File: config.mk
export PLATFORM = sky130hd
export DESIGN_NAME = rename_status_top
export DESIGN_NICKNAME = d
export VERILOG_FILES = /design/src/rtl/lc3b_isa_pkg.sv /design/src/rtl/rename_pkg.sv /design/src/rtl/rf_ports_if.sv /design/src/rtl/rename_status_top.sv /design/src/rtl/commit_update.sv /design/src/rtl/issue_rename.sv /design/src/rtl/regfile.sv /design/src/rtl/regfile_data.sv /design/src/rtl/two_write_regfile.sv
export SDC_FILE = /design/constraint.sdc
export NUM_CORES = 1
export LEC_CHECK = 0
export BUFFER_PORTS_ARGS = -buffer_cell sky130_fd_sc_hd__clkbuf_2
export CAP_MARGIN = 10
export CORE_AREA = 2 2 145 112
export CTS_BUF_LIST = sky130_fd_sc_hd__clkbuf_4
export CTS_CLUSTER_DIAMETER = 60
export DETAILED_ROUTE_END_ITERATION = 16
export DIE_AREA = 0 0 147 114
export PLACE_DENSITY_LB_ADDON = 0.3
export RECOVER_POWER = 100
export SLEW_MARGIN = 20
export SYNTH_ARGS = -nofsm -noshare
export SYNTH_HDL_FRONTEND = slang
export SYNTH_SLANG_ARGS = --single-unit
File: constraint.sdc
create_clock -name clk -period 2.8 [get_ports clk]
set_input_delay 0.14 -clock clk [delete_from_list [all_inputs] [get_ports clk]]
set_output_delay 0.14 -clock clk [all_outputs]
set_load 0.005 [all_outputs]
File: src/rtl/lc3b_isa_pkg.sv
`default_nettype none

package lc3b_isa_pkg;

    // architectural register index, R0 through R7
    typedef logic [2:0] lc3b_reg;

    // one machine word
    typedef logic [15:0] lc3b_word;

    // size of the architectural register file
    localparam int num_regs = 8;

endpackage : lc3b_isa_pkg

`default_nettype wire
File: src/rtl/rename_pkg.sv
`default_nettype none

package rename_pkg;

    // one tag per ROB entry, eight entries
    localparam int rob_tag_width = 3;

    typedef logic [rob_tag_width-1:0] lc3b_rob_addr;

    // status of one architectural register
    // rob_entry names the youngest in-flight writer
    typedef struct packed {
        logic                     busy;
        lc3b_rob_addr             rob_entry;
        lc3b_isa_pkg::lc3b_word   data;
    } regfile_t;

    // operand handed to a reservation station
    // value is meaningful only while ready is set, else wait on tag
    typedef struct packed {
        logic                     ready;
        lc3b_rob_addr             tag;
        lc3b_isa_pkg::lc3b_word   value;
    } operand_t;

endpackage : rename_pkg

`default_nettype wire

File: src/rtl/rf_ports_if.sv
`timescale 1ns/100ps
`default_nettype none

// issue control to register status file
interface rf_issue_if;
    import lc3b_isa_pkg::*;
    import rename_pkg::*;

    // load strobes for the destination entry
    logic         ld_busy;
    logic         ld_rob_entry;
    // source and destination selects
    lc3b_reg      sr1;
    lc3b_reg      sr2;
    lc3b_reg      dest;
    // tag of the ROB entry being allocated
    lc3b_rob_addr rob_entry;
    // combinational status reads
    regfile_t     sr1_out;
    regfile_t     sr2_out;
    regfile_t     dest_out;

    modport ctrl (
        output ld_busy, ld_rob_entry, sr1, sr2, dest, rob_entry,
        input  sr1_out, sr2_out, dest_out
    );

    modport file (
        input  ld_busy, ld_rob_entry, sr1, sr2, dest, rob_entry,
        output sr1_out, sr2_out, dest_out
    );
endinterface : rf_issue_if

// ROB commit to register status file
interface rf_commit_if;
    import lc3b_isa_pkg::*;
    import rename_pkg::*;

    logic         ld_value;
    // busy clear strobe
    logic         ld_busy;
    lc3b_word     value;
    lc3b_reg      dest;
    // current owner tag of dest
    lc3b_rob_addr dest_tag;

    modport ctrl (
        output ld_value, ld_busy, value, dest,
        input  dest_tag
    );

    modport file (
        input  ld_value, ld_busy, value, dest,
        output dest_tag
    );
endinterface : rf_commit_if

`default_nettype wire

File: src/rtl/rename_status_top.sv
`timescale 1ns/100ps
`default_nettype none

module rename_status_top (
    input  logic                      clk,
    input  logic                      rst_n,
    input  logic                      flush,
    // issue strobe and operands
    input  logic                      issue_valid,
    input  lc3b_isa_pkg::lc3b_reg     issue_sr1,
    input  lc3b_isa_pkg::lc3b_reg     issue_sr2,
    input  lc3b_isa_pkg::lc3b_reg     issue_dest,
    input  rename_pkg::lc3b_rob_addr  issue_tag,
    // commit strobe from the ROB head
    input  logic                      commit_valid,
    input  lc3b_isa_pkg::lc3b_reg     commit_dest,
    input  rename_pkg::lc3b_rob_addr  commit_tag,
    input  lc3b_isa_pkg::lc3b_word    commit_value,
    // renamed operands
    output rename_pkg::operand_t      opnd1,
    output rename_pkg::operand_t      opnd2,
    output logic                      dest_busy
);

    rf_issue_if  issue_bus ();
    rf_commit_if commit_bus ();

    issue_rename issue_rename_i (
        .issue_valid (issue_valid),
        .issue_sr1   (issue_sr1),
        .issue_sr2   (issue_sr2),
        .issue_dest  (issue_dest),
        .issue_tag   (issue_tag),
        .opnd1       (opnd1),
        .opnd2       (opnd2),
        .dest_busy   (dest_busy),
        .rf          (issue_bus.ctrl)
    );

    commit_update commit_update_i (
        .commit_valid (commit_valid),
        .commit_dest  (commit_dest),
        .commit_tag   (commit_tag),
        .commit_value (commit_value),
        .rf           (commit_bus.ctrl)
    );

    // status storage shared by both sides
    regfile regfile_i (
        .clk    (clk),
        .rst_n  (rst_n),
        .flush  (flush),
        .issue  (issue_bus.file),
        .commit (commit_bus.file)
    );

endmodule : rename_status_top

`default_nettype wire

File: src/rtl/commit_update.sv
`timescale 1ns/100ps
`default_nettype none

module commit_update (
    input  logic                      commit_valid,
    input  lc3b_isa_pkg::lc3b_reg     commit_dest,
    input  rename_pkg::lc3b_rob_addr  commit_tag,
    input  lc3b_isa_pkg::lc3b_word    commit_value,
    rf_commit_if.ctrl                 rf
);

    // the architectural value is always updated
    assign rf.ld_value = commit_valid;
    assign rf.value    = commit_value;
    assign rf.dest     = commit_dest;

    // release only if this entry is still the latest writer
    // a younger rename keeps the register busy
    // dest_tag is the tag before any same-cycle issue
    assign rf.ld_busy = commit_valid && (rf.dest_tag == commit_tag);

endmodule : commit_update

`default_nettype wire

File: src/rtl/issue_rename.sv
`timescale 1ns/100ps
`default_nettype none

module issue_rename (
    input  logic                      issue_valid,
    input  lc3b_isa_pkg::lc3b_reg     issue_sr1,
    input  lc3b_isa_pkg::lc3b_reg     issue_sr2,
    input  lc3b_isa_pkg::lc3b_reg     issue_dest,
    input  rename_pkg::lc3b_rob_addr  issue_tag,
    output rename_pkg::operand_t      opnd1,
    output rename_pkg::operand_t      opnd2,
    output logic                      dest_busy,
    rf_issue_if.ctrl                  rf
);
    import rename_pkg::*;

    // a free register hands out its value, a busy one its producer tag
    function automatic operand_t to_operand(input regfile_t status);
        operand_t op;
        op.ready = !status.busy;
        op.tag   = status.rob_entry;
        op.value = status.busy ? '0 : status.data;
        return op;
    endfunction

    // sources read straight through
    assign rf.sr1  = issue_sr1;
    assign rf.sr2  = issue_sr2;
    assign rf.dest = issue_dest;

    // claim the destination for the new ROB entry
    assign rf.ld_busy      = issue_valid;
    assign rf.ld_rob_entry = issue_valid;
    assign rf.rob_entry    = issue_tag;

    assign opnd1     = to_operand(rf.sr1_out);
    assign opnd2     = to_operand(rf.sr2_out);
    // status of dest before this issue lands
    assign dest_busy = rf.dest_out.busy;

endmodule : issue_rename

`default_nettype wire

File: src/rtl/regfile.sv
`timescale 1ns/100ps
`default_nettype none

module regfile (
    input  logic             clk,
    input  logic             rst_n,
    input  logic             flush,
    rf_issue_if.file         issue,
    rf_commit_if.file        commit
);
    import lc3b_isa_pkg::*;
    import rename_pkg::*;

    // busy bits per read port
    logic         sr1_busy, sr2_busy, dest_busy;
    // owner tags per read port
    lc3b_rob_addr sr1_tag, sr2_tag, dest_tag;
    // values per read port
    lc3b_word     sr1_val, sr2_val, dest_val;

    // issue sets on port A, commit clears on port B
    two_write_regfile #(.data_width(1), .tag_width($bits(lc3b_reg))) busy_reg (
        .clk      (clk),
        .rst_n    (rst_n),
        .flush    (flush),
        .load_a   (issue.ld_busy),
        .load_b   (commit.ld_busy),
        .in_a     (1'b1),
        .in_b     (1'b0),
        .sr1      (issue.sr1),
        .sr2      (issue.sr2),
        .dest_a   (issue.dest),
        .dest_b   (commit.dest),
        .reg_a    (sr1_busy),
        .reg_b    (sr2_busy),
        .dest_out (dest_busy)
    );

    // committed values, written from the ROB side
    regfile_data #(.data_width($bits(lc3b_word)), .tag_width($bits(lc3b_reg))) value_reg (
        .clk        (clk),
        .rst_n      (rst_n),
        .load       (commit.ld_value),
        .in         (commit.value),
        .sr1        (issue.sr1),
        .sr2        (issue.sr2),
        .dest       (commit.dest),
        .dest_b     (issue.dest),
        .reg_a      (sr1_val),
        .reg_b      (sr2_val),
        .dest_out   (),
        .dest_b_out (dest_val)
    );

    // rename tags, written at issue and compared at commit
    regfile_data #(.data_width(rob_tag_width), .tag_width($bits(lc3b_reg))) rob_entry_reg (
        .clk        (clk),
        .rst_n      (rst_n),
        .load       (issue.ld_rob_entry),
        .in         (issue.rob_entry),
        .sr1        (issue.sr1),
        .sr2        (issue.sr2),
        .dest       (issue.dest),
        .dest_b     (commit.dest),
        .reg_a      (sr1_tag),
        .reg_b      (sr2_tag),
        .dest_out   (dest_tag),
        .dest_b_out (commit.dest_tag)
    );

    // pack the three arrays into status words
    assign issue.sr1_out  = '{busy: sr1_busy, rob_entry: sr1_tag, data: sr1_val};
    assign issue.sr2_out  = '{busy: sr2_busy, rob_entry: sr2_tag, data: sr2_val};
    assign issue.dest_out = '{busy: dest_busy, rob_entry: dest_tag, data: dest_val};

endmodule : regfile

`default_nettype wire

File: src/rtl/regfile_data.sv
`timescale 1ns/100ps
`default_nettype none

module regfile_data #(
    parameter int data_width = 16,
    parameter int tag_width  = 3
) (
    input  logic                  clk,
    input  logic                  rst_n,
    input  logic                  load,
    input  logic [data_width-1:0] in,
    // source reads
    input  logic [tag_width-1:0]  sr1,
    input  logic [tag_width-1:0]  sr2,
    // write select, read back on dest_out
    input  logic [tag_width-1:0]  dest,
    // spare read port
    input  logic [tag_width-1:0]  dest_b,
    output logic [data_width-1:0] reg_a,
    output logic [data_width-1:0] reg_b,
    output logic [data_width-1:0] dest_out,
    output logic [data_width-1:0] dest_b_out
);
    import lc3b_isa_pkg::*;

    logic [data_width-1:0] mem [num_regs];

    always_ff @(posedge clk) begin
        if (!rst_n) begin
            // all entries start at zero
            for (int i = 0; i < num_regs; i++) begin
                mem[i] <= '0;
            end
        end else if (load) begin
            mem[dest] <= in;
        end
    end

    // four combinational read ports
    assign reg_a      = mem[sr1];
    assign reg_b      = mem[sr2];
    assign dest_out   = mem[dest];
    assign dest_b_out = mem[dest_b];

endmodule : regfile_data

`default_nettype wire

File: src/rtl/two_write_regfile.sv
`timescale 1ns/100ps
`default_nettype none

module two_write_regfile #(
    parameter int data_width = 1,
    parameter int tag_width  = 3
) (
    input  logic                  clk,
    input  logic                  rst_n,
    input  logic                  flush,
    // port A has priority over port B
    input  logic                  load_a,
    input  logic                  load_b,
    input  logic [data_width-1:0] in_a,
    input  logic [data_width-1:0] in_b,
    // read selects
    input  logic [tag_width-1:0]  sr1,
    input  logic [tag_width-1:0]  sr2,
    // write selects, dest_a is also read back
    input  logic [tag_width-1:0]  dest_a,
    input  logic [tag_width-1:0]  dest_b,
    output logic [data_width-1:0] reg_a,
    output logic [data_width-1:0] reg_b,
    output logic [data_width-1:0] dest_out
);
    import lc3b_isa_pkg::*;

    // one entry per architectural register
    logic [data_width-1:0] mem [num_regs];

    always_ff @(posedge clk) begin
        if (!rst_n || flush) begin
            // flush wipes the whole array, both write ports ignored
            for (int i = 0; i < num_regs; i++) begin
                mem[i] <= '0;
            end
        end else begin
            if (load_b) begin
                mem[dest_b] <= in_b;
            end
            // later assignment wins on an address collision
            if (load_a) begin
                mem[dest_a] <= in_a;
            end
        end
    end

    // reads see the state before the edge
    assign reg_a    = mem[sr1];
    assign reg_b    = mem[sr2];
    assign dest_out = mem[dest_a];

endmodule : two_write_regfile

`default_nettype wire

# After elaboration in Yosys (flattened, before gate mapping)
# Memory sizes are Yosys's and may differ from the RTL's.
# Cells that the tools add are included.
[word_totals]
romBits = 0
wordCells = 41
reg_bits = 0
latch_bits = 0
n_memories = 3
mem_bits_rw = 160
out_inout_bits = 41
inputBits = 39
[classes]
n_lt_le_gt_ge = 0
bitwise_logic = 0
reduce_logical = 9
div_mod_pow = 0
shift = 0
muxes = 28
mul = 0
n_addsub = 0
n_eq_ne = 1
[memory_table]
columns = ["memory", "depth", "word_bits", "rd", "rd_ports_with_merged_regs", "wr", "line_no", "source"]
rows = [
  ["regfile_i.value_reg.mem", 8, 16, 2, 0, 8, "regfile_data.sv:26", "logic [data_width-1:0] mem [num_regs];"],
  ["regfile_i.rob_entry_reg.mem", 8, 3, 3, 0, 8, "regfile_data.sv:26", ""],
  ["regfile_i.busy_reg.mem", 8, 1, 3, 0, 8, "two_write_regfile.sv:29", "logic [data_width-1:0] mem [num_regs];"],
]
[ops]
columns = ["cell", "n"]
rows = [
  ["2-to-1 mux 16 bit", 3],
  ["2-to-1 mux 1 bit", 20],
  ["OR reduction 16 bit", 1],
  ["2-to-1 mux 3 bit", 5],
  ["== test 3 bit", 1],
  ["zero test 1 bit", 3],
  ["OR reduction 3 bit", 1],
  ["OR reduction 1 bit", 2],
  ["logical AND 1 bit", 1],
  ["logical OR 1 bit", 1],
]

# Logic depth before layout (Yosys ltp)
# Gate-level depths: netlist (run 1).
# An unclocked memory read counts as a cell.
[logic_depth]
word_depth = 8
mapped_depth = 7
depth_no_buf = 5

# Cells and area by module
# From an unflattened synthesis (run 1), not the netlist that was laid out.
[hier_totals]
hier_cells = 858
area_unflattened_um2 = 12320.6
[modules_own_cells]
columns = ["mod", "area_each_um2", "seq_area_each_um2", "instances", "cells_each"]
rows = [
  ["regfile_data (regfile_i.value_reg)", 8973.6, 3843.7, 1, 558],
  ["regfile_data (regfile_i.rob_entry_reg)", 1813.0, 720.7, 1, 128],
  ["two_write_regfile", 895.9, 240.2, 1, 86],
  ["issue_rename", 422.9, 0.0, 1, 57],
  ["commit_update", 185.2, 0.0, 1, 24],
  ["regfile", 30.0, 0.0, 1, 5],
]

# Least setup slack after synthesis (run 1)
# Ideal clock, no wire load.
[synth_path]
path_kind = "input to register"
startpoint = "input commit_dest[0]"
endpoint = "memory regfile_i.value_reg.mem[2][0] (enable)"
cell_stages = 4
setup_ns = 0.411
n_path_buf = 2
required_ns = 2.389
slack_ns = 0.560
arrival_time_ns = 1.829
cell_sequence = "buf_6 buf_12 nand3b_1 o21ai_0"
[synth_lines]
columns = ["element", "line_no", "source"]
rows = [
  ["start: declaration", "rename_status_top.sv:16", "input lc3b_isa_pkg::lc3b_reg commit_dest,"],
  ["end: declaration", "regfile_data.sv:26", ""],
]

==> results.md, run 1 <==
- Area occupied by multi-input gates: 4020 sq um
- Largest net degree at the start of global routing: 26
- First-pass GRT wire length: 34,600 um
- CP Launch Type: input port
- Crit Reg-Reg Startpoint: regfile_i.rob_entry_reg.mem[3][0]$_SDFFCE_PN0P_
- Chip width: 147 um
- RSZ-0062 raised after global routing: no
- Final Cell Area: 10,000 sq um
- Grt peak-use layer: met2
- Hold Path Origin: commit_tag[1]
- Psw: 0.00133 W
- Setup bufs post-CTS: 0
- Top FF cell, synth: edfxtp_1
- Layout area overhead: 11.5%
- Cell area after synthesis: 9010 sq um
- Worst hold margin: 0.0398 ns
- Post-layout minimum cycle time: 2.50 ns
- R2r endpoint: regfile_i.busy_reg.mem[6]$_DFF_P_
- Max Cap Viol: 0
- Met2 Use GR: 45.6%
- Worst hold stages: 4
- DP Worst Slack: 0.707 ns
- Max Root-Sink Buffers: 2
- Total congestion overflow: 0
- Final estimated routing congestion in global placement: 0.933
- Clk pwr share: 29.6%
- DP HPWL: 15,400 um
- Area share of and/or/nand/nor cells after synthesis: 16.0%
- Total GRT Usage: 28.6%
- Met3 usage: 6.92%
- YS warnings: 0
- Internal: 0.00388 W
- Die H: 114 um
- PD cells: 518 nW/um^2
- Worst path slowest cell: clkbuf_1
- Asr flop ratio synth: 0%
- Post-CTS resize count: 0
- CP Data Arrival Time: 2.71 ns
- Row cnt: 40
- Commonest cells after routing, fill and taps aside: edfxtp_1 (152), and2_0 (91), mux4_2 (84)
- Synth Area in XOR/XNOR: 0.486%
- Commonest non-fill, non-tap cell in the layout: edfxtp_1
- Setup TNS: 0 ns
- CP endpoint kind: flip-flop
- Slowest stage delay, CP: 0.69 ns
- Fin worst setup slack: 0.305 ns
- Yosys reg bits: 160
- Total CTS buffers: 17
- Post-synth EDFFs: 152
- DR iter-0 viols: 662
- Post-route DRC violation count: 0
- Status: complete, no violations
- Adder-cell area share of the yosys netlist: 0%
- Hold EP: regfile_i.busy_reg.mem[2]$_DFF_P_
- Seq pwr share: 54.7%
- Final critical-path share of the clock period: 89.1%
- VDD IR max: 0.404 mV
- Post-route insts no fill: 942
- Relative slew slack: 10.0%
- Syn_nets: 654
- Final Hold Viols: 0
- CTS H-tree depth: 4
- WL/cell: 24.1 um
- Synth cell types: 37
- Crit path required time: 3.01 ns
- DR pass1 iterations: 5
- Initial antenna violation count: 1
- Max frequency: 401 MHz
- Clk root buf: clkbuf_4
- Critical Path Fanout Max: 25
- Nets: 758
- Io pins: 80
- Dpl cells: 890
- Crit path top cell by count: clkbuf_1
- Die ar.: 16,800 sq um
- Setup violators final: 0
- Number of global-route vias before repair: 6,102
- Worst skew pair latency: 0.56 ns
- Compound-cell area share of the yosys netlist: 1.47%
- Synthesized area per cell: 14.7 sq um
- Sequential Area: 4720 sq um
- Post-DP Area: 9640 sq um
- Hold crit path type: input port to flip-flop
- Worst reg-to-reg path cell count: 5
- Final ANT Viol Nets: 0
- Met1 Use GR: 40.0%
- Crit path kind: input port to flip-flop
- Post-synthesis mux area share: 27.0%
- R2R Setup Slk: 0.54 ns
- Leak Pwr: 3.61 nW
- CP Cell Sequence: clkbuf_1, nand2_1, nor3_1, clkbuf_1, nand2b_1, clkbuf_2
- Final wirelength: 22,700 um
- Largest family of logic cells by synthesized area: multiplexers
- Clock Skew: 0.0169 ns
- Combinational fraction of design power: 15.6%
- PortBufs: 79
- Via density: 6.30
- Initial Utilization: 58.1%
- Post-Syn Instances: 615
- # diodes: 0
- Routed via count: 5,932
- Pins over their slew limit: 0
- Core area: 15,500 sq um
- Worst Tran Pin Value: 1.35 ns
- Ratio of cells with drive above 1 in the final layout: 27.7%
- # clock sinks: 160
- Seq/Total Area, Yosys: 52.4%
- Sw frac: 25.6%
- FILL cells: 1,176
- CTS tree: yes
- Post-cts hold buffer count: 20
- Clock input transition at the sequential cells of the worst setup and hold paths: 0.13 ns
flip-flops by register name, summed over array words and instances, names as in the netlist:
signal                       cells
regfile_i.busy_reg.mem           8
regfile_i.value_reg.mem        128
regfile_i.rob_entry_reg.mem     24
worst max path at each step:
stage / start / cells after the start / slack, ns / end
final: rst_n / 6 / 0.30 / regfile_i.value_reg.mem[4][2]$_SDFFCE_PN0P_
after global routing: rst_n / 6 / 0.13 / regfile_i.value_reg.mem[5][0]$_SDFFCE_PN0P_
after CTS: regfile_i.busy_reg.mem[4]$_DFF_P_ / 4 / 0.29 / opnd2[15]
after detailed placement: issue_sr2[0] / 6 / 0.71 / opnd2[15]
after global placement: rst_n / 4 / 0.65 / regfile_i.value_reg.mem[7][5]$_SDFFCE_PN0P_
after floorplan: commit_dest[0] / 4 / 0.56 / regfile_i.value_reg.mem[2][0]$_SDFFCE_PN0P_
final cells by class:
class / instances / share of cell area (%)
Clock buffer: 18 / 1.35
Multi-Input combinational cell: 413 / 40.0
Timing Repair Buffer: 125 / 7.06
Tap cell: 210 / 2.62
Clock inverter: 14 / 1.87
Sequential cell: 160 / 47.0
Inverter: 2 / 0.0747
cell families after synthesis:
logic type	after synthesis
buffers and inverters	42
xor gates and xnor gates	2
DFF	160
muxes	137
AOI/OAI and AO/OA	24
and+or+nand+nor	250
worst max-delay path: cells and delay by family:
| kind | cells | cell delay [ns] |
|---|---|---|
| simple gates | 3 | 0.81 |
| buf+inv | 3 | 1.74 |
stage by stage:
step / utilization (%) / total power, W
floorplan: - / 0.00339
global placement: 62.1 / 0.00368
detailed placement: 62.2 / 0.00371
CTS: 65.5 / 0.00523
global route: 64.8 / 0.00538
finish: 64.8 / 0.00521
layer usage:
metal  share of wire [%]  up-vias
met5                   0        -
met4                 1.5        0
met3                 9.5       29
met2                  48      293
met1                  41     3043
li1                    -     2567
Yosys cell counts (9+ instances only):
master | count | area share (%)
a21oi_1 | 15 | 0.83
and2_1 | 140 | 9.7
and3_1 | 13 | 0.90
buf_2 | 14 | 0.78
clkbuf_1 | 18 | 0.75
edfxtp_1 | 152 | 51
mux2_2 | 10 | 1.2
mux2i_1 | 43 | 4.8
mux4_2 | 84 | 21
nand2_1 | 14 | 0.58
nand2b_1 | 9 | 0.62
nor2_1 | 48 | 2.0
power by group through the flow:
stage,clock [W],sequential (W),combinational [W]
CTS,0.00155,0.00284,0.000839
global route,0.00165,0.00287,0.000866
floorplan,0,0.00286,0.000532
global placement,0,0.00288,0.000795
detailed placement,0,0.00290,0.000814
finish,0.00154,0.00285,0.000814
Power figures use the tool's default switching activity.
==> inputs of run 2 (changes only) <==
CORE_AREA = 2 2 165 127   (was 2 2 145 112)
DIE_AREA = 0 0 167 129   (was 0 0 147 114)
==> run 2 against run 1 <==
Compared with the run above: global-route usage is 5.4 points lower; highest routed layer unchanged; utilization fell by 14 points; wire length up 5.8%; largest cell class unchanged.
==> results.md, run 2 (synthesis gave the netlist of run 1 again) <==
- Die H: 129 um
- Clock Skew: 0.0174 ns
- Post-route DRC violation count: 0
- Die ar.: 21,500 sq um
- DP HPWL: 15,700 um
- Initial antenna violation count: 2
- CP Capture Point: opnd2[15]
- Dpl cells: 937
- WL/cell: 24.3 um
- Setup violators final: 0
- Final Cell Area: 10,100 sq um
- Setup bufs post-CTS: 0
- Commonest non-fill, non-tap cell in the layout: edfxtp_1
- Clock input transition at the sequential cells of the worst setup and hold paths: 0.14 ns
- Clk pwr share: 28.6%
- Max reg flops: 128
- Largest net degree at the start of global routing: 39
- Max frequency: 387 MHz
- DR iter-0 viols: 816
- CP Launch Type: flip-flop
- Io pins: 80
- Layout area overhead: 12.0%
- Ratio of cells with drive above 1 in the final layout: 26.9%
- CP Data Arrival Time: 2.44 ns
- Sequential Area: 4720 sq um
- Routed via count: 5,968
- Commonest cells after routing, fill and taps aside: edfxtp_1 (152), mux4_2 (84), and2_0 (78)
- Post-route insts no fill: 990
- Row cnt: 45
- Post-layout minimum cycle time: 2.58 ns
- Clk root buf: clkbuf_4
- Pins over their slew limit: 0
- Core area: 19,900 sq um
- Post-DP Area: 9770 sq um
- R2R Setup Slk: 0.30 ns
- Final Util: 50.8%
- Internal: 0.00372 W
- Setup TNS: 0 ns
- First-pass GRT wire length: 36,500 um
- VDD IR max: 0.308 mV
- Number of global-route vias before repair: 6,187
- R2r endpoint: regfile_i.busy_reg.mem[2]$_DFF_P_
- Worst reg-to-reg path cell count: 5
- Worst Tran Pin Value: 1.29 ns
- Final Hold Viols: 0
- Chip width: 167 um
- CTS H-tree depth: 4
- CTS tree: yes
- # clock sinks: 160
- Max Root-Sink Buffers: 2
- Overall power: 0.00514 W
- Worst skew pair latency: 0.58 ns
- Crit path from: regfile_i.busy_reg.mem[3]$_DFF_P_
- Final critical-path share of the clock period: 92.3%
- Seq pwr share: 55.4%
- Total GRT Usage: 23.2%
- CP endpoint kind: output pin
- Largest regs: regfile_i.value_reg.mem (128), regfile_i.rob_entry_reg.mem (24), regfile_i.busy_reg.mem (8)
- Final ANT Viol Nets: 0
- FILL cells: 1,724
- Via density: 6.03
- Sw frac: 27.6%
- Psw: 0.00142 W
- Crit Reg-Reg Startpoint: regfile_i.rob_entry_reg.mem[3][1]$_SDFFCE_PN0P_
- Final wirelength: 24,100 um
- Combinational fraction of design power: 15.9%
- Most flop-heavy register: regfile_i.value_reg.mem
- PortBufs: 79
- Leak Pwr: 3.60 nW
- RSZ-0062 raised after global routing: no
- Initial Utilization: 45.4%
- Status: complete, no violations
- Critical Path Fanout Max: 17
- Worst hold stages: 4
- Total CTS buffers: 17
- Nets: 757
- Area occupied by multi-input gates: 4030 sq um
- Relative slew slack: 14.2%
- Max Cap Viol: 0
- Crit path required time: 2.66 ns
- Final estimated routing congestion in global placement: 0.868
- PD cells: 509 nW/um^2
- Hold Path Origin: commit_tag[0]
- Crit path kind: flip-flop to output pin
- Total congestion overflow: 0
- DR pass1 iterations: 6
- Hold crit path type: input port to flip-flop
[run 2: how the worst min path moves through the flow]
stage	slack [ns]	to
floorplan	0.32	regfile_i.busy_reg.mem[6]$_DFF_P_
global placement	0.44	regfile_i.busy_reg.mem[6]$_DFF_P_
detailed placement	0.45	regfile_i.busy_reg.mem[6]$_DFF_P_
CTS	0.01	regfile_i.busy_reg.mem[0]$_DFF_P_
global route	0.09	regfile_i.rob_entry_reg.mem[3][1]$_SDFFCE_PN0P_
finish	0.11	regfile_i.busy_reg.mem[0]$_DFF_P_
[run 2: metal layers]
layer / up-vias / share of wire, % / global-route usage (%)
met5: - / 0 / 0
met4: 0 / 1.9 / 7.30
met3: 44 / 8.4 / 5.04
met2: 304 / 46 / 35.6
met1: 3053 / 44 / 33.3
li1: 2567 / - / -
[run 2: worst max-delay path, cell delays in order, from the launching register on]
cell and delay [ns]:
dfxtp_1 0.38, mux4_2 0.47, mux2_2 0.48, nor2_1 0.35
clkbuf_2 0.18
[run 2: power groups by stage]
stage / sequential [W] / clock (W) / combinational (W)
2_1_floorplan: 0.00286 / 0 / 0.000532
3_3_place_gp: 0.00288 / 0 / 0.000817
3_5_place_dp: 0.00290 / 0 / 0.000832
4_1_cts: 0.00284 / 0.00149 / 0.000857
5_1_grt: 0.00287 / 0.00158 / 0.000876
6_report: 0.00285 / 0.00147 / 0.000817
[run 2: per-stage QoR]
stage / hold slack [ns] / worst slack (ns)
after floorplan: 0.321 / 0.560
after global placement: 0.439 / 0.850
after detailed placement: 0.448 / 0.818
after CTS: 0.0120 / 0.252
after global routing: 0.0899 / 0.154
final: 0.111 / 0.217
[run 2: what timing repair did]
| item | 4_1_cts | 5_1_grt |
|---|---|---|
| resized for setup | 0 | 0 |
| hold buffers | 20 | 0 |
| hold endpoints to repair | 154 | 0 |
[run 2: layout make-up]
class / count / share of cell area, %
sequential: 160 / 46.8
antenna: 1 / 0.0248
clock buffer: 17 / 1.26
timing repair buffer: 124 / 7.06
inverter: 2 / 0.0743
clock inverter: 15 / 1.73
multi-input combinational: 413 / 39.9
tap: 258 / 3.20
